**config.mk**
```make
export PLATFORM = sky130hd
export DESIGN_NAME = fifo_ctrl_top
export DESIGN_NICKNAME = d
export VERILOG_FILES = /design/src/verilog/fifo_ctrl_pkg.sv /design/src/verilog/fifo_ctrl_decode.sv /design/src/verilog/fifo_ctrl_execute.sv /design/src/verilog/fifo_ctrl_result.sv /design/src/verilog/fifo_ctrl_top.sv
export VERILOG_INCLUDE_DIRS = /design/src /design/src/verilog
export SDC_FILE = /design/constraint.sdc
export NUM_CORES = 1
export LEC_CHECK = 0
export ABC_CLOCK_PERIOD_IN_PS = 6300
export BUFFER_PORTS_ARGS = -buffer_cell sky130_fd_sc_hd__buf_4
export CAP_MARGIN = 20
export CORE_MARGIN = 2
export CORE_UTILIZATION = 55
export DETAILED_ROUTE_END_ITERATION = 8
export GPL_ROUTABILITY_DRIVEN = 0
export MAX_ROUTING_LAYER = met4
export PLACE_DENSITY_LB_ADDON = 0.15
export REMOVE_ABC_BUFFERS = 1
export SLEW_MARGIN = 5
export SYNTH_ARGS = -nofsm -noshare
export SYNTH_HDL_FRONTEND = slang
export SYNTH_SLANG_ARGS = --single-unit
```
**constraint.sdc**
```tcl
create_clock -name Pop_Clk -period 6.3 [get_ports Pop_Clk]
set_input_delay 0.63 -clock Pop_Clk [delete_from_list [all_inputs] [get_ports Pop_Clk]]
set_output_delay 0.63 -clock Pop_Clk [all_outputs]
set_load 0.01 [all_outputs]
```
**src/verilog/fifo_ctrl_defines.svh**
```systemverilog
`ifndef FIFO_CTRL_DEFINES_SVH
`define FIFO_CTRL_DEFINES_SVH

// Pointer width, including the wrap bit above the RAM address.
`define FIFO_PTR_W 12

// RAM address width.
`define FIFO_ADDR_W 11

// Width of the user fill-level codes.
`define FIFO_LEVEL_W 4

// Capacities in entries of the port's own width.
`define FIFO_DEPTH_SMALL 512
`define FIFO_DEPTH_MID 1024
`define FIFO_DEPTH_LARGE 2048

// Below this count the level codes move in power-of-two steps.
`define FIFO_FINE_LIMIT 64

`endif

```
**src/verilog/fifo_ctrl_pkg.sv**
```systemverilog
`include "fifo_ctrl_defines.svh"

package fifo_ctrl_pkg;

	typedef logic [`FIFO_PTR_W-1:0] ptr_t;
	typedef logic [`FIFO_ADDR_W-1:0] addr_t;
	typedef logic [`FIFO_LEVEL_W-1:0] level_t;
	typedef logic [1:0] port_width_t;	// 00 x1, 01 x2, 10 x4.

	typedef enum logic [1:0] {
		DEPTH_SMALL,
		DEPTH_MID,
		DEPTH_LARGE
	} depth_class_e;

	typedef struct packed {
		logic        ram_mode;
		port_width_t push_width;
		port_width_t pop_width;
	} fifo_cfg_t;

	// Shift applies to the pop pointer as seen from the push side.
	// The push pointer seen from the pop side takes the mirror shift.
	typedef struct packed {
		depth_class_e push_class;
		depth_class_e pop_class;
		logic [1:0]   push_mask;
		logic [1:0]   pop_mask;
		logic         shift_left;
		logic [1:0]   shift_amt;	// 0 for equal widths.
	} ptr_map_t;

	typedef struct packed {
		ptr_t room_diff;	// Free entries, push units.
		ptr_t fill_diff;	// Stored entries, pop units.
	} occupancy_t;

	function automatic ptr_t depth_of(depth_class_e cls);
		case (cls)
			DEPTH_SMALL: return ptr_t'(`FIFO_DEPTH_SMALL);
			DEPTH_MID:   return ptr_t'(`FIFO_DEPTH_MID);
			default:     return ptr_t'(`FIFO_DEPTH_LARGE);
		endcase
	endfunction

endpackage

```
**src/verilog/fifo_ctrl_decode.sv**
```systemverilog
`timescale 1ns/100ps

module fifo_ctrl_decode import fifo_ctrl_pkg::*; (
	input  fifo_cfg_t cfg,
	output ptr_map_t  map
);

	localparam port_width_t W_X1 = 2'b00;
	localparam port_width_t W_X2 = 2'b01;
	localparam port_width_t W_X4 = 2'b10;

	function automatic depth_class_e class_of(logic ram_mode, port_width_t width);
		if (ram_mode == width[0])
		begin
			return DEPTH_MID;
		end
		else if (ram_mode == width[1])
		begin
			return DEPTH_SMALL;
		end
		return DEPTH_LARGE;
	endfunction

	always_comb
	begin
		map.push_class = class_of(cfg.ram_mode, cfg.push_width);
		map.pop_class  = class_of(cfg.ram_mode, cfg.pop_width);

		// Width ratio table.
		case ({cfg.push_width, cfg.pop_width})
			{W_X1, W_X2}:
			begin
				map.push_mask  = 2'b11;
				map.pop_mask   = 2'b01;
				map.shift_left = 1'b1;
				map.shift_amt  = 2'd1;
			end
			{W_X1, W_X4}:
			begin
				map.push_mask  = 2'b11;
				map.pop_mask   = 2'b00;
				map.shift_left = 1'b1;
				map.shift_amt  = 2'd2;
			end
			{W_X2, W_X1}:
			begin
				map.push_mask  = 2'b01;
				map.pop_mask   = 2'b11;
				map.shift_left = 1'b0;
				map.shift_amt  = 2'd1;
			end
			{W_X2, W_X4}:
			begin
				map.push_mask  = 2'b11;
				map.pop_mask   = 2'b01;
				map.shift_left = 1'b1;
				map.shift_amt  = 2'd1;
			end
			{W_X4, W_X1}:
			begin
				map.push_mask  = 2'b00;
				map.pop_mask   = 2'b11;
				map.shift_left = 1'b0;
				map.shift_amt  = 2'd2;
			end
			{W_X4, W_X2}:
			begin
				map.push_mask  = 2'b01;
				map.pop_mask   = 2'b11;
				map.shift_left = 1'b0;
				map.shift_amt  = 2'd1;
			end
			default:	// Equal or unsupported pairs.
			begin
				map.push_mask  = 2'b11;
				map.pop_mask   = 2'b11;
				map.shift_left = 1'b0;
				map.shift_amt  = 2'd0;
			end
		endcase
	end

endmodule

```
**src/verilog/fifo_ctrl_execute.sv**
```systemverilog
`timescale 1ns/100ps
`include "fifo_ctrl_defines.svh"

module fifo_ctrl_execute import fifo_ctrl_pkg::*; (
	input  logic       Pop_Clk,
	input  logic       Rst_n,
	input  logic       push,
	input  logic       pop,
	input  logic       push_flush,
	input  logic       pop_flush,
	input  ptr_map_t   map,
	output occupancy_t occ,
	output logic       clear,
	output addr_t      write_addr,
	output addr_t      read_addr
);

	ptr_t push_ptr;
	ptr_t pop_ptr;
	ptr_t next_push;
	ptr_t next_pop;
	ptr_t pop_in_push;
	ptr_t push_in_pop;
	ptr_t push_fill;
	ptr_t push_cap;
	ptr_t pop_cap;
	ptr_t write_ptr;
	ptr_t read_ptr;

	// Limits the top two pointer bits to the side's wrap range.
	function automatic ptr_t wrap(ptr_t p, logic [1:0] mask);
		return {mask & p[`FIFO_PTR_W-1 -: 2], p[`FIFO_PTR_W-3:0]};
	endfunction

	function automatic ptr_t scale(ptr_t p, logic left, logic [1:0] amt);
		if (left)
		begin
			return p << amt;
		end
		return p >> amt;
	endfunction

	assign clear = push_flush | pop_flush;

	assign next_push = wrap(push ? push_ptr + 1'b1 : push_ptr, map.push_mask);
	assign next_pop  = wrap(pop ? pop_ptr + 1'b1 : pop_ptr, map.pop_mask);

	// Each pointer brought into the other side's units.
	assign pop_in_push = scale(next_pop, map.shift_left, map.shift_amt);
	assign push_in_pop = scale(next_push, ~map.shift_left, map.shift_amt);

	assign push_cap = depth_of(map.push_class);
	assign pop_cap  = depth_of(map.pop_class);

	assign push_fill     = wrap(next_push - pop_in_push, map.push_mask);
	assign occ.room_diff = push_cap - push_fill;
	assign occ.fill_diff = wrap(push_in_pop - next_pop, map.pop_mask);

	// RAM address wraps at the side's capacity.
	assign write_ptr = push_ptr & (push_cap - 1'b1);
	assign read_ptr  = next_pop & (pop_cap - 1'b1);	// Lookahead by one.

	assign write_addr = write_ptr[`FIFO_ADDR_W-1:0];
	assign read_addr  = read_ptr[`FIFO_ADDR_W-1:0];

	always_ff @(posedge Pop_Clk or negedge Rst_n)
	begin
		if (~Rst_n)
		begin
			push_ptr <= '0;
			pop_ptr  <= '0;
		end
		else if (clear)
		begin
			push_ptr <= '0;	// Either flush empties the FIFO.
			pop_ptr  <= '0;
		end
		else
		begin
			push_ptr <= next_push;
			pop_ptr  <= next_pop;
		end
	end

endmodule

```
**src/verilog/fifo_ctrl_result.sv**
```systemverilog
`timescale 1ns/100ps
`include "fifo_ctrl_defines.svh"

module fifo_ctrl_result import fifo_ctrl_pkg::*; (
	input  logic       Pop_Clk,
	input  logic       Rst_n,
	input  occupancy_t occ,
	input  ptr_map_t   map,
	input  logic       clear,
	output logic       full,
	output logic       empty,
	output level_t     full_level,
	output level_t     empty_level
);

	localparam level_t FULL_LEVEL_RST  = 4'b0001;
	localparam level_t EMPTY_LEVEL_RST = 4'b0000;

	ptr_t   push_cap;
	ptr_t   pop_cap;
	logic   room_fine;
	logic   fill_fine;
	logic   full_nxt;
	logic   empty_nxt;
	level_t full_level_nxt;
	level_t empty_level_nxt;

	assign push_cap = depth_of(map.push_class);
	assign pop_cap  = depth_of(map.pop_class);

	assign room_fine = occ.room_diff < ptr_t'(`FIFO_FINE_LIMIT);
	assign fill_fine = occ.fill_diff < ptr_t'(`FIFO_FINE_LIMIT);

	assign full_nxt  = occ.room_diff < ptr_t'(2);
	assign empty_nxt = occ.fill_diff < ptr_t'(2);	// Read side runs one ahead.

	always_comb
	begin
		if (occ.room_diff == '0)
			full_level_nxt = 4'b0000;
		else if (occ.room_diff == push_cap)
			full_level_nxt = 4'b0001;
		else if (occ.room_diff >= (push_cap >> 1))
			full_level_nxt = 4'b0010;
		else if (occ.room_diff >= (push_cap >> 2))
			full_level_nxt = 4'b0011;
		else if (!room_fine)
			full_level_nxt = 4'b0100;
		else if (occ.room_diff[5])
			full_level_nxt = 4'b1010;
		else if (occ.room_diff[4])
			full_level_nxt = 4'b1011;
		else if (occ.room_diff[3])
			full_level_nxt = 4'b1100;
		else if (occ.room_diff[2])
			full_level_nxt = 4'b1101;
		else if (occ.room_diff[1])
			full_level_nxt = 4'b1110;
		else
			full_level_nxt = 4'b1111;	// One entry of room.
	end

	always_comb
	begin
		if (occ.fill_diff == pop_cap)
			empty_level_nxt = 4'b1111;
		else if (occ.fill_diff >= (pop_cap >> 1))
			empty_level_nxt = 4'b1110;
		else if (occ.fill_diff >= (pop_cap >> 2))
			empty_level_nxt = 4'b1101;
		else if (!fill_fine)
			empty_level_nxt = 4'b1000;
		else if (occ.fill_diff[5])
			empty_level_nxt = 4'b0110;
		else if (occ.fill_diff[4])
			empty_level_nxt = 4'b0101;
		else if (occ.fill_diff[3])
			empty_level_nxt = 4'b0100;
		else if (occ.fill_diff[2])
			empty_level_nxt = 4'b0011;
		else if (occ.fill_diff[1])
			empty_level_nxt = 4'b0010;
		else if (occ.fill_diff[0])
			empty_level_nxt = 4'b0001;
		else
			empty_level_nxt = 4'b0000;
	end

	always_ff @(posedge Pop_Clk or negedge Rst_n)
	begin
		if (~Rst_n)
		begin
			full        <= 1'b0;
			empty       <= 1'b1;
			full_level  <= FULL_LEVEL_RST;
			empty_level <= EMPTY_LEVEL_RST;
		end
		else if (clear)
		begin
			full        <= 1'b0;	// Same as after reset.
			empty       <= 1'b1;
			full_level  <= FULL_LEVEL_RST;
			empty_level <= EMPTY_LEVEL_RST;
		end
		else
		begin
			full        <= full_nxt;
			empty       <= empty_nxt;
			full_level  <= full_level_nxt;
			empty_level <= empty_level_nxt;
		end
	end

endmodule

```
**src/verilog/fifo_ctrl_top.sv**
```systemverilog
`timescale 1ns/100ps

module fifo_ctrl_top import fifo_ctrl_pkg::*; (
	input  logic      Pop_Clk,
	input  logic      Rst_n,
	input  logic      push,
	input  logic      pop,
	input  logic      push_flush,
	input  logic      pop_flush,
	input  fifo_cfg_t cfg,
	output logic      full,
	output logic      empty,
	output level_t    full_level,
	output level_t    empty_level,
	output addr_t     write_addr,
	output addr_t     read_addr
);

	ptr_map_t   map;
	occupancy_t occ;
	logic       clear;

	fifo_ctrl_decode u_decode (
		.cfg (cfg),
		.map (map)
	);

	fifo_ctrl_execute u_execute (
		.Pop_Clk    (Pop_Clk),
		.Rst_n      (Rst_n),
		.push       (push),
		.pop        (pop),
		.push_flush (push_flush),
		.pop_flush  (pop_flush),
		.map        (map),
		.occ        (occ),
		.clear      (clear),
		.write_addr (write_addr),
		.read_addr  (read_addr)
	);

	fifo_ctrl_result u_result (
		.Pop_Clk     (Pop_Clk),
		.Rst_n       (Rst_n),
		.occ         (occ),
		.map         (map),
		.clear       (clear),
		.full        (full),
		.empty       (empty),
		.full_level  (full_level),
		.empty_level (empty_level)
	);

endmodule

```
# Word-level counts from Yosys, hierarchy flattened
# Index checks and enable logic that the tools add are counted.
# word_totals
regBits	34
out_inout_bits	32
# op_classes
n_addsub	7
n_lt_le_gt_ge	8
n_eq_ne	14
n_shift	4
n_mux	45
bitwise	7
n_reduce_logical	5
# op_table
cell	n
$mux W12	7
$mux W4	20
$pmux W12 S2	2
$sub A12 B12 Y12	3
$pmux W7 S4	1
$add A12 B1 Y12 const B	2
$eq A12 B12 Y1	2
$ge A12 B10 Y1	2
$ge A12 B11 Y1	2
$lt A12 B2 Y1 const B	2
$lt A12 B7 Y1 const B	2
$shl A12 B2 Y12	2
$shr A12 B2 Y12	2
$and A11 B11 Y11	2
$sub A11 B1 Y11 const B	2
$logic_not A12 Y1	1
$mux W2	6
$mux W1	9
$and A2 B2 Y2	4
$eq A4 B3 Y1 const B	2
$eq A4 B4 Y1 const B	2
$eq A1 B1 Y1	4
$eq A2 B1 Y1 const B	2
$eq A4 B1 Y1 const B	1
4 further kinds	6

# Depth between registers and ports, before layout
# Gate-level depths: netlist of the first run.
# depth
ltp_word	21
ltp_mapped	26
depth_no_buf	25

# Cells and area by module
# A second synthesis of the first run with hierarchy kept.
# hier_totals
hier_cells	663
hier_area_um2	4912.2
# by_module_without_submodules
module	n_inst	cells_per_inst	area_per_inst_um2
fifo_ctrl_execute	1	519	3776.1
fifo_ctrl_result	1	118	957.2
fifo_ctrl_decode	1	26	178.9

# Worst setup path after synthesis of the first run
# OpenSTA, ideal clock, no wires.
# synth_timing
path_type	input to register
startpoint	input cfg[1] in the netlist's numbering
endpoint	register u_result.full_level[3]
setup_time_ps	95
arrival_ps	5697
t_required_ps	6205
setup_slack_ps	508
path_stages	24
n_path_buf	3
cell_sequence	buf_2 or3b_4 nand2_4 clkbuf_1 clkbuf_1 o21ai_0 a22oi_1 ha_1 nor2b_1 o21a_1 o21a_1 o31a_1 o21ai_0 xor2_1 ha_1 nor2b_1 a41oi_1 xnor2_1 ha_1 nand3_1 nor3_1 a221oi_1 and3_1 nor4b_2
# synth_via
elab_chain_cells	18
word_cells_on_any_way	33
classes_between	add/sub (2); order compare (3); eq/ne (7); shift (2); mux (13); bitwise (3); reduce/logical (3)
# synth_rtl
item	line	text
start, declared	fifo_ctrl_top.sv:10	input fifo_cfg_t cfg,
$eq A4 B3 Y1, or another cell as far along	fifo_ctrl_decode.sv:30	case ({cfg.push_width, cfg.pop_width})
$reduce_or A2 Y1 (no line)	--	
$pmux W7 S4 (*)	fifo_ctrl_decode.sv:30	
parallel branches: the longest is 5 deep, another holds $sub A12 B12 Y12	--	
$sub A12 B12 Y12 (*)	fifo_ctrl_execute.sv:56	assign occ.room_diff = push_cap - push_fill;
parallel branches: the longest is 7 deep, another holds $lt A12 B7 Y1	--	
$mux W4 (*)	fifo_ctrl_result.sv:39	if (occ.room_diff == '0)
$mux W4 (*)	fifo_ctrl_result.sv:98	else if (clear)
end signal, assigned	fifo_ctrl_result.sv:109	full_level <= full_level_nxt;
end, declared	fifo_ctrl_result.sv:12	output level_t full_level,
# Mark *: on every way between the ends. The select of a mux whose other input is x is not followed.

# Final worst setup path of the first run
# Ends and elaborated chain as after synthesis.

==> results.json, run 1 <==
{
  "drtIter0Drc": 709,
  "pwr-share-seq_pct": 23.9,
  "insertion_delay_ns": 0.30,
  "hold_buffers": 0,
  "critPathArrivalTime_ns": 6.14,
  "clockPowerShare_pct": 17.1,
  "place_area_um2": 5870,
  "grt_use_total_pct": 34.0,
  "synth-xor-area-share_pct": 9.45,
  "antenna_found_initial": 0,
  "yosys.area_share.simple_pct": 27.6,
  "period_share_pct": 94.2,
  "die_h_um": 102,
  "grt_max_degree": 35,
  "status": "complete, no violations",
  "ioPinCount": 43,
  "grt_first_pass_wirelength_mm": 27.1,
  "placed_cells": 875,
  "leakagePower_nw": 2.58,
  "p_comb_share_pct": 59.0,
  "drv_slew": 0,
  "ys_types": 89,
  "postLayoutCellArea_um2": 5980,
  "netlist_instances": 711,
  "yosys_register_bits": 34,
  "die_w_um": 102,
  "critPathRequiredTime_ns": 6.50,
  "io_buffers": 42,
  "syn_area_um2": 5330,
  "clk_pin_slew_worst_paths_ns": 0.08,
  "core.rowCount": 35,
  "drive_gt1_share_pct": 17.5,
  "tightest_slew_ns": 0.754,
  "maxSlewHeadroom_pct": 48.3,
  "initial_core_util_pct": 57.1,
  "crit_chain": "buf_4 -> nor3b_4 -> buf_4 -> o21ba_1 -> nor3_1 -> a21oi_1 -> o21ai_0 -> buf_4 -> ha_1 -> inv_1 -> fa_1 -> a21oi_1 -> o21ai_0 -> a21oi_1 -> xor2_1 -> and2_1 -> nand3_1 -> nor2_1 -> xor2_1 -> ha_1 -> a21o_1 -> a221oi_1 -> and3_1 -> nor4b_2",
  "grt_overflow": 0,
  "antenna_cells": 0,
  "vias": 5760,
  "synthMuxAreaShare_pct": 1.39,
  "first_pass_iters": 7,
  "synth-compound-area-share_pct": 29.3,
  "cts_inserted_buffers": 5,
  "regArea_um2": 853,
  "worstSetupPathType": "input pin to register",
  "die_area_um2": 10500,
  "synth_commonest_cells": "84 x nor2_1, 60 x nand2_1, 49 x a21oi_1, 41 x o21ai_0, 37 x ha_1",
  "drtAntennaViolNets": 0,
  "synth-async-reset-ratio_pct": 100,
  "ctsRootBufferMaster": "clkbuf_8",
  "max_stage_delay_ns": 0.45,
  "synth_top_family_by_area": "compound AO/OA/AOI/OAI gates",
  "swShare_pct": 44.9,
  "synth_area_per_cell_um2": 7.49,
  "drt-vias-per-instance": 6.51,
  "finalCriticalPeriod_ns": 5.94,
  "cts_tree": "done",
  "skew_ns": 0.0103,
  "yosysSeqAreaShare_pct": 16.0,
  "clk_path_buf_depth": 2,
  "wirelength_mm": 16.8,
  "finalSetupTns_ns": 0,
  "nNetsFinal": 806,
  "yosysWarnings": 0,
  "synth.largest_area_cell": "dfrtp_1",
  "p_per_area_nw_per_um2": 159,
  "ir_worst_vdd_mv": 0.0948,
  "crit_path_start_kind": "input pin",
  "synth_adder_area_share_pct": 9.45,
  "hp-class": "input pin to async pin",
  "power.internal_w": 0.000525,
  "hpwl_mm": 13.0,
  "ys_top_cells_by_area": "dfrtp_1 15%, ha_1 8.7%, nor2_1 5.9%, xnor2_1 4.8%, a21oi_1 4.6%",
  "numClockSinks": 34,
  "hold_viol": 0,
  "yosysTopAreaCellShare_pct": 15.0,
  "ys.flop_type": "dfrtp_1",
  "p_switching_w": 0.000428,
  "grt_pass1_vias": 5335,
  "area_growth_pct": 12.2,
  "drc_errors": 0,
  "routedWlPerCell_um": 19.0,
  "rsz0062_at_grt": "false",
  "htreeDepth": 2,
  "finalSetupViolCount": 0,
  "multi_input_area_um2": 4120,
  "synth.most_common_cell": "nor2_1",
  "drv_cap": 0,
  "synth_edf_count": 0,
  "cp_slowest_cell": "a221oi_1",
  "fillers": 837,
  "crit_path_end_kind": "register",
  "cp_max_fo": 26,
  "fin_cells": 885,
  "fmax_ghz": 0.168,
  "core_area_um2": 9330
}
[per-stage QoR]
stage                     setup WS [ns]  power, W  hold WS [ns]  util, %
after detailed placement         0.0920  0.000773         0.623     62.9
after global placement            0.288  0.000756         0.599     62.9
final                             0.362  0.000953         0.268     64.1
after global routing             0.0234   0.00102         0.309     64.1
after floorplan                   0.459  0.000623         0.334        -
after CTS                         0.380  0.000936         0.303     63.8
[power by group through the flow]
stage / combinational, W / sequential [W] / clock [W]
floorplan: 0.000388 / 0.000235 / 0
global placement: 0.000524 / 0.000232 / 0
detailed placement: 0.000541 / 0.000232 / 0
CTS: 0.000545 / 0.000227 / 0.000164
global route: 0.000612 / 0.000228 / 0.000176
finish: 0.000562 / 0.000227 / 0.000163
[metal layers]
layer / global-route usage [%] / up-vias / part of all wire [%] / routed length, µm
met3: 7.73 / 76 / 9.3 / 1560
met5: - / - / 0 / 0
li1: - / 2700 / - / -
met4: 16.6 / 0 / 4.8 / 804
met2: 51.1 / 319 / 44 / 7420
met1: 43.1 / 2665 / 42 / 7020
[cells in the final DEF (no fill, tap or decap), types with 12 or more instances in the layout]
| cell type | netlist | layout |
|---|---|---|
| a211oi_1 | 16 | 16 |
| a21oi_1 | 49 | 49 |
| buf_4 | 11 | 80 |
| dfrtp_1 | 32 | 32 |
| ha_1 | 37 | 37 |
| inv_1 | 35 | 35 |
| nand2_1 | 60 | 60 |
| nand3_1 | 18 | 18 |
| nand4_1 | 12 | 12 |
| nor2_1 | 84 | 84 |
| nor2b_1 | 15 | 15 |
| nor3_1 | 23 | 23 |
| o211ai_1 | 19 | 19 |
| o21ai_0 | 41 | 40 |
| xnor2_1 | 29 | 28 |
| xor2_1 | 24 | 24 |
[critical path: cells and delay by family]
kind	cells	cell delay (ns)
adders and majority gates	3	0.86
buffers and inverters	4	0.65
AOI/OAI and AO/OA	8	1.96
and+or+nand+nor	7	1.38
xor gates and xnor gates	2	0.62
[path summary, 6_finish.rpt]
path,startpoint,end,slack (ns),cells past startpoint
setup reg to reg,u_execute.pop_ptr[0],u_result.full_level[3],0.39,25
min in group Pop_Clk,push_flush,u_result.empty,0.68,3
setup / recovery,cfg[1],u_result.full_level[3],0.36,24
hold reg to reg,u_execute.pop_ptr[11],u_execute.pop_ptr[11],0.75,3
max in group asynchronous,Rst_n,u_result.full_level[0],5.67,1
hold / removal,Rst_n,u_execute.pop_ptr[0],0.27,1
[sequential cells by signal (all words and copies together) (netlist names)]
signal,flops
u_execute.push_ptr,12
u_result.empty,1
u_execute.pop_ptr,12
u_result.empty_level,4
u_result.full_level,4
u_result.full,1
[cell type report]
type / instances / area share (%)
Clock buffer: 5 / 1.15
Clock inverter: 2 / 0.167
Inverter: 39 / 2.45
Multi-Input combinational cell: 595 / 68.9
Sequential cell: 34 / 14.3
Tap cell: 129 / 2.70
Timing Repair Buffer: 81 / 10.4
[cells by family (layout without fill, tap and decap cells)]
family          count (synthesis)  count (layout)
xor+xnor                       55              55
fa+ha+maj                      39              39
mux                             7               7
flops                          34              34
buf+inv                        82             127
simple gates                  273             273
compound gates                221             221
[timing repair]
| action | 4_1_cts | 5_1_grt |
|---|---|---|
| gates resized for setup | 0 | 2 |
| setup buffers | 0 | 2 |
| hold endpoints to repair | 0 | 0 |
| setup endpoints to repair | 0 | 5 |
Note: power is estimated with default switching activity, not from simulation.
==> run 2: changes to the inputs <==
--- a/config.mk
+++ b/config.mk
@@ -8,3 +8,3 @@
 export LEC_CHECK = 0
-export ABC_CLOCK_PERIOD_IN_PS = 6300
+export ABC_CLOCK_PERIOD_IN_PS = 6150
 export BUFFER_PORTS_ARGS = -buffer_cell sky130_fd_sc_hd__buf_4
==> constraint.sdc (replaced) <==
create_clock -name Pop_Clk -period 6.15 [get_ports Pop_Clk]
set_input_delay 0.615 -clock Pop_Clk [delete_from_list [all_inputs] [get_ports Pop_Clk]]
set_output_delay 0.615 -clock Pop_Clk [all_outputs]
set_load 0.05 [all_outputs]
==> run 2 against run 1 <==
Effect of this change:
- die area did not move
- sequential cell count unchanged
- non-clock buffer count shrank 5
- sequential power grew 3%
- first-iteration DRC count decreased by 4.7%
- global-route usage down 0.11 points
- sequential share of layout area about the same
- clock power rose by 31%
- via count fell by 1.3%
- worst hold slack got worse by 0.0047 ns
- critical endpoint is now u_result.empty_level[3]
- largest cell class unchanged
==> results.json, run 2 (synthesized netlist as in run 1, its figures left out) <==
{
  "clockPowerShare_pct": 20.4,
  "p_switching_w": 0.000461,
  "drv_slew": 0,
  "initial_core_util_pct": 57.1,
  "insertion_delay_ns": 0.30,
  "finalSetupViolCount": 0,
  "ioPinCount": 43,
  "cp_max_fo": 26,
  "crit_chain": "buf_4 -> nor2b_1 -> o21bai_2 -> buf_4 -> a211oi_1 -> a21oi_1 -> nor2b_1 -> a311oi_1 -> a21oi_1 -> a21oi_1 -> ha_1 -> o21a_1 -> o31a_1 -> o31a_1 -> nor2_1 -> nor2_1 -> o31ai_1 -> a21oi_1 -> xnor2_1 -> ha_1 -> o21a_1 -> a211o_1 -> o31a_1",
  "grt_overflow": 0,
  "drtAntennaViolNets": 0,
  "top_regs": "u_execute.pop_ptr: 12 flops, u_execute.push_ptr: 12 flops",
  "io_buffers": 42,
  "die_w_um": 102,
  "hold_viol": 0,
  "drv_cap": 0,
  "final_common_cell": "nor2_1",
  "place_area_um2": 5830,
  "worst-path-buf-inv": 2,
  "rsz0062_at_grt": "false",
  "cp_slowest_cell": "xnor2_1",
  "first_pass_iters": 5,
  "finalCriticalPeriod_ns": 5.82,
  "final_cell_mix": "81 x nor2_1, 76 x buf_4, 60 x nand2_1",
  "hold_ws_ns": 0.263,
  "grt_use_total_pct": 33.9,
  "core_area_um2": 9330,
  "r2r_slack_ns": 0.52,
  "period_share_pct": 94.6,
  "skew_ns": 0.00262,
  "crit_top_cell": "a21oi_1",
  "grt_first_pass_wirelength_mm": 27.2,
  "crit_path_start_kind": "input pin",
  "antenna_cells": 0,
  "placed_cells": 872,
  "hold_buffers": 0,
  "fmax_ghz": 0.172,
  "path_depth": 23,
  "reg2reg_depth": 25,
  "numClockSinks": 34,
  "worstSetupPathType": "input pin to register",
  "drive_gt1_share_pct": 18.0,
  "routedWlPerCell_um": 19.1,
  "grt_max_degree": 35,
  "grt_pass1_vias": 5294,
  "p_comb_share_pct": 57.4,
  "antenna_found_initial": 0,
  "core.rowCount": 35,
  "path_delay_family": "compound AO/OA/AOI/OAI gates",
  "critPathRequiredTime_ns": 6.34,
  "drtIter0Drc": 676,
  "tightest_slew_ns": 1.09,
  "htreeDepth": 2,
  "maxSlewHeadroom_pct": 27.3,
  "nNetsFinal": 801,
  "max_stage_delay_ns": 0.45,
  "cts_tree": "done",
  "cts_inserted_buffers": 5,
  "p_per_area_nw_per_um2": 175,
  "drt-vias-per-instance": 6.45,
  "crit_path_end_kind": "register",
  "hp-class": "input pin to async pin",
  "fin_cells": 881,
  "postLayoutCellArea_um2": 5990,
  "clk_pin_slew_worst_paths_ns": 0.08,
  "vias": 5686,
  "wirelength_mm": 16.8,
  "pwr-share-seq_pct": 22.3,
  "die_h_um": 102,
  "critPathArrivalTime_ns": 6.00,
  "hpwl_mm": 13.0,
  "leakagePower_nw": 2.55,
  "die_area_um2": 10500,
  "power.internal_w": 0.000585,
  "fillers": 846,
  "finalSetupTns_ns": 0,
  "ctsRootBufferMaster": "clkbuf_8",
  "drc_errors": 0,
  "status": "complete, no violations",
  "area_growth_pct": 12.4,
  "ir_worst_vdd_mv": 0.117,
  "clk_path_buf_depth": 2,
  "swShare_pct": 44.0
}
==> run 2: final timing paths <==
path / end / startpoint
worst max-delay path: u_result.empty_level[3] / cfg[1]
worst min-delay path: u_execute.pop_ptr[1] / Rst_n
worst max register to register: u_result.full_level[3] / u_execute.pop_ptr[0]
worst min register to register: u_execute.pop_ptr[11] / u_execute.pop_ptr[11]
max in group asynchronous: u_result.full_level[0] / Rst_n
min in group Pop_Clk: u_execute.pop_ptr[11] / u_execute.pop_ptr[11]
==> run 2: routing by layer <==
| layer | part of all wire [%] | vias up | GRT usage [%] |
|---|---|---|---|
| met5 | 0 | - | - |
| met4 | 3.4 | 0 | 12.0 |
| met3 | 9.7 | 56 | 6.50 |
| met2 | 44 | 317 | 52.0 |
| met1 | 42 | 2633 | 44.6 |
| li1 | - | 2680 | - |
==> run 2: power by group through the flow <==
stage / Clock [W] / Combinational, W / Sequential, W
2_1_floorplan: 0 / 0.000401 / 0.000258
3_3_place_gp: 0 / 0.000558 / 0.000237
3_5_place_dp: 0 / 0.000574 / 0.000237
4_1_cts: 0.000216 / 0.000578 / 0.000233
5_1_grt: 0.000226 / 0.000659 / 0.000234
6_report: 0.000213 / 0.000600 / 0.000233
==> run 2: stage by stage <==
stage                     total power, W  utilization [%]  worst slack, ns
after floorplan                 0.000659                -            0.164
after global placement          0.000795             62.5            0.135
after detailed placement        0.000811             62.5           0.0647
after CTS                        0.00103             63.7            0.353
after global routing             0.00112             64.2           0.0165
final                            0.00105             64.2            0.334
==> run 2: cell type report <==
cell class	instances	area [µm²]	area share, %
Tap cell	129	161	2.70
Sequential cell	34	853	14.3
Clock buffer	6	72.6	1.21
Multi-Input combinational cell	595	4150	69.2
Inverter	39	146	2.45
Clock inverter	2	37.5	0.627
Timing Repair Buffer	76	571	9.53
==> run 2: what timing repair did <==
action                     CTS  global route
setup endpoints to repair    0             9
resized for setup            0            10
setup buffers                0             1
==> run 3: changes to the inputs <==
ABC_CLOCK_PERIOD_IN_PS = 6320   (was 6150)
clock period = 6.32 ns   (was 6.15 ns; I/O delays follow)
==> run 3 against run 2 <==
Effect of this change:
- first-iteration DRC count down 16%
- worst setup slack worse by 0.069 ns
- combinational power down 4.3%
- die area unchanged
- critical endpoint unchanged
- sequential share of layout area up 0.084 points
==> results.json, run 3 (synthesized netlist as in run 1, its figures left out) <==
{
  "critPathArrivalTime_ns": 6.24,
  "insertion_delay_ns": 0.29,
  "p_switching_w": 0.000443,
  "hpwl_mm": 13.0,
  "antenna_cells": 0,
  "maxSlewHeadroom_pct": 23.9,
  "fmax_ghz": 0.165,
  "ir_worst_vdd_mv": 0.112,
  "drtAntennaViolNets": 0,
  "finalSetupViolCount": 0,
  "drc_errors": 0,
  "numClockSinks": 34,
  "finalCriticalPeriod_ns": 6.05,
  "grt_pass1_vias": 5321,
  "drv_slew": 0,
  "placed_cells": 875,
  "grt_overflow": 0,
  "vias": 5748,
  "die_area_um2": 10500,
  "finalSetupTns_ns": 0,
  "routedWlPerCell_um": 18.7,
  "cts_tree": "done",
  "drtIter0Drc": 568,
  "ctsRootBufferMaster": "clkbuf_8",
  "drt-vias-per-instance": 6.52,
  "crit_path_start_kind": "input pin",
  "final_common_cell": "nor2_1",
  "hold_buffers": 0,
  "hp-class": "input pin to async pin",
  "crit_chain": "buf_4 -> nor3b_4 -> o21bai_1 -> buf_4 -> nor2_1 -> a211oi_1 -> a21oi_1 -> nor2b_1 -> a311oi_1 -> a21oi_1 -> a21oi_1 -> ha_1 -> o21a_1 -> o31a_1 -> o31a_1 -> nor2_1 -> nor2_1 -> o31ai_1 -> a21oi_1 -> xnor2_1 -> ha_1 -> o21a_1 -> a211o_1 -> o31a_1",
  "status": "complete, no violations",
  "initial_core_util_pct": 57.1,
  "period_share_pct": 95.8,
  "die_w_um": 102,
  "p_per_area_nw_per_um2": 162,
  "wirelength_mm": 16.5,
  "cts_inserted_buffers": 5,
  "grt_max_degree": 35,
  "clockPowerShare_pct": 17.0,
  "core_area_um2": 9330,
  "crit_path_end_kind": "register",
  "power.internal_w": 0.000521,
  "tightest_slew_ns": 1.14,
  "cp_slowest_cell": "o21bai_1",
  "final_cell_mix": "84 x nor2_1, 77 x buf_4, 60 x nand2_1",
  "crit_top_cell": "a21oi_1",
  "cp_max_fo": 16,
  "cts_setup_buffers": 0,
  "clk_path_buf_depth": 2,
  "pwr-share-seq_pct": 23.5,
  "critPathRequiredTime_ns": 6.50,
  "grt_first_pass_wirelength_mm": 26.8,
  "drive_gt1_share_pct": 17.0,
  "grt_use_total_pct": 33.4,
  "fin_cells": 882,
  "antenna_found_initial": 0,
  "cts_resized": 0,
  "io_buffers": 42,
  "swShare_pct": 46.0,
  "area_growth_pct": 11.8,
  "p_comb_share_pct": 59.5,
  "hold_viol": 0,
  "nNetsFinal": 803,
  "skew_ns": 0.00188,
  "die_h_um": 102,
  "first_pass_iters": 6,
  "clk_pin_slew_worst_paths_ns": 0.08,
  "drv_cap": 0,
  "ioPinCount": 43,
  "leakagePower_nw": 2.55,
  "worstSetupPathType": "input pin to register",
  "top_regs": "u_execute.pop_ptr: 12 flops, u_execute.push_ptr: 12 flops",
  "core.rowCount": 35,
  "max_stage_delay_ns": 0.63,
  "rsz0062_at_grt": "false",
  "htreeDepth": 2
}
run 3: changes by cell type in the layout (fill, tap and decap cells not counted), moves of 2 or more:
cell      previous run  this run
nor2_2               4         1
nor2_1              81        84
a221oi_1             5         7
a221oi_2             2         0
run 3: per-layer routing:
metal | part of all wire, % | track usage (%) | vias to the layer above
met5 | 0 | - | -
met4 | 4.0 | 13.0 | 0
met3 | 9.7 | 5.95 | 72
met2 | 44 | 50.3 | 327
met1 | 42 | 44.6 | 2658
li1 | - | - | 2691
run 3: final timing paths:
check / from / endpoint / slack (ns) / cells after the start
setup / recovery: cfg[0] / u_result.empty_level[3] / 0.27 / 24
hold / removal: Rst_n / u_execute.pop_ptr[4] / 0.28 / 1
setup reg to reg: u_execute.pop_ptr[0] / u_result.full_level[3] / 0.46 / 25
hold reg to reg: u_execute.pop_ptr[4] / u_execute.pop_ptr[4] / 0.77 / 3
max in group asynchronous: Rst_n / u_result.full_level[0] / 5.69 / 1
min in group Pop_Clk: u_execute.pop_ptr[4] / u_execute.pop_ptr[4] / 0.77 / 3
run 3: critical path: cells and delay by family:
kind	cells	cell delay, ns
xor gates and xnor gates	1	0.46
buffers and inverters	2	0.44
AOI/OAI and AO/OA	14	3.29
adders and majority gates	2	0.64
and+or+nand+nor	5	0.75
run 3: metrics by stage:
stage               hold WS, ns  total power (W)  instance area [µm²]  util [%]  worst slack, ns
floorplan                 0.336         0.000641                 5110         -            0.317
global placement          0.603         0.000772                 5870      62.9            0.237
detailed placement        0.617         0.000788                 5870      62.9            0.141
CTS                       0.300         0.000955                 5950      63.8            0.425
global route              0.312          0.00103                 5950      63.8          0.00518
finish                    0.282         0.000965                 5950      63.8            0.266
run 3: power by group through the flow:
stage               registers [W]  logic (W)  clock network (W)
floorplan                0.000251   0.000390                  0
global placement         0.000231   0.000541                  0
detailed placement       0.000231   0.000557                  0
CTS                      0.000227   0.000560           0.000168
global route             0.000227   0.000630           0.000176
finish                   0.000227   0.000574           0.000164
run 3: final cells by class:
type                       instances  area, µm²
tap                              129        161
fill                             837       3380
clock inverter                     2       15.0
timing repair buffer              78        598
sequential                        34        853
multi-input combinational        595       4110
clock buffer                       5       68.8
inverter                          39        146
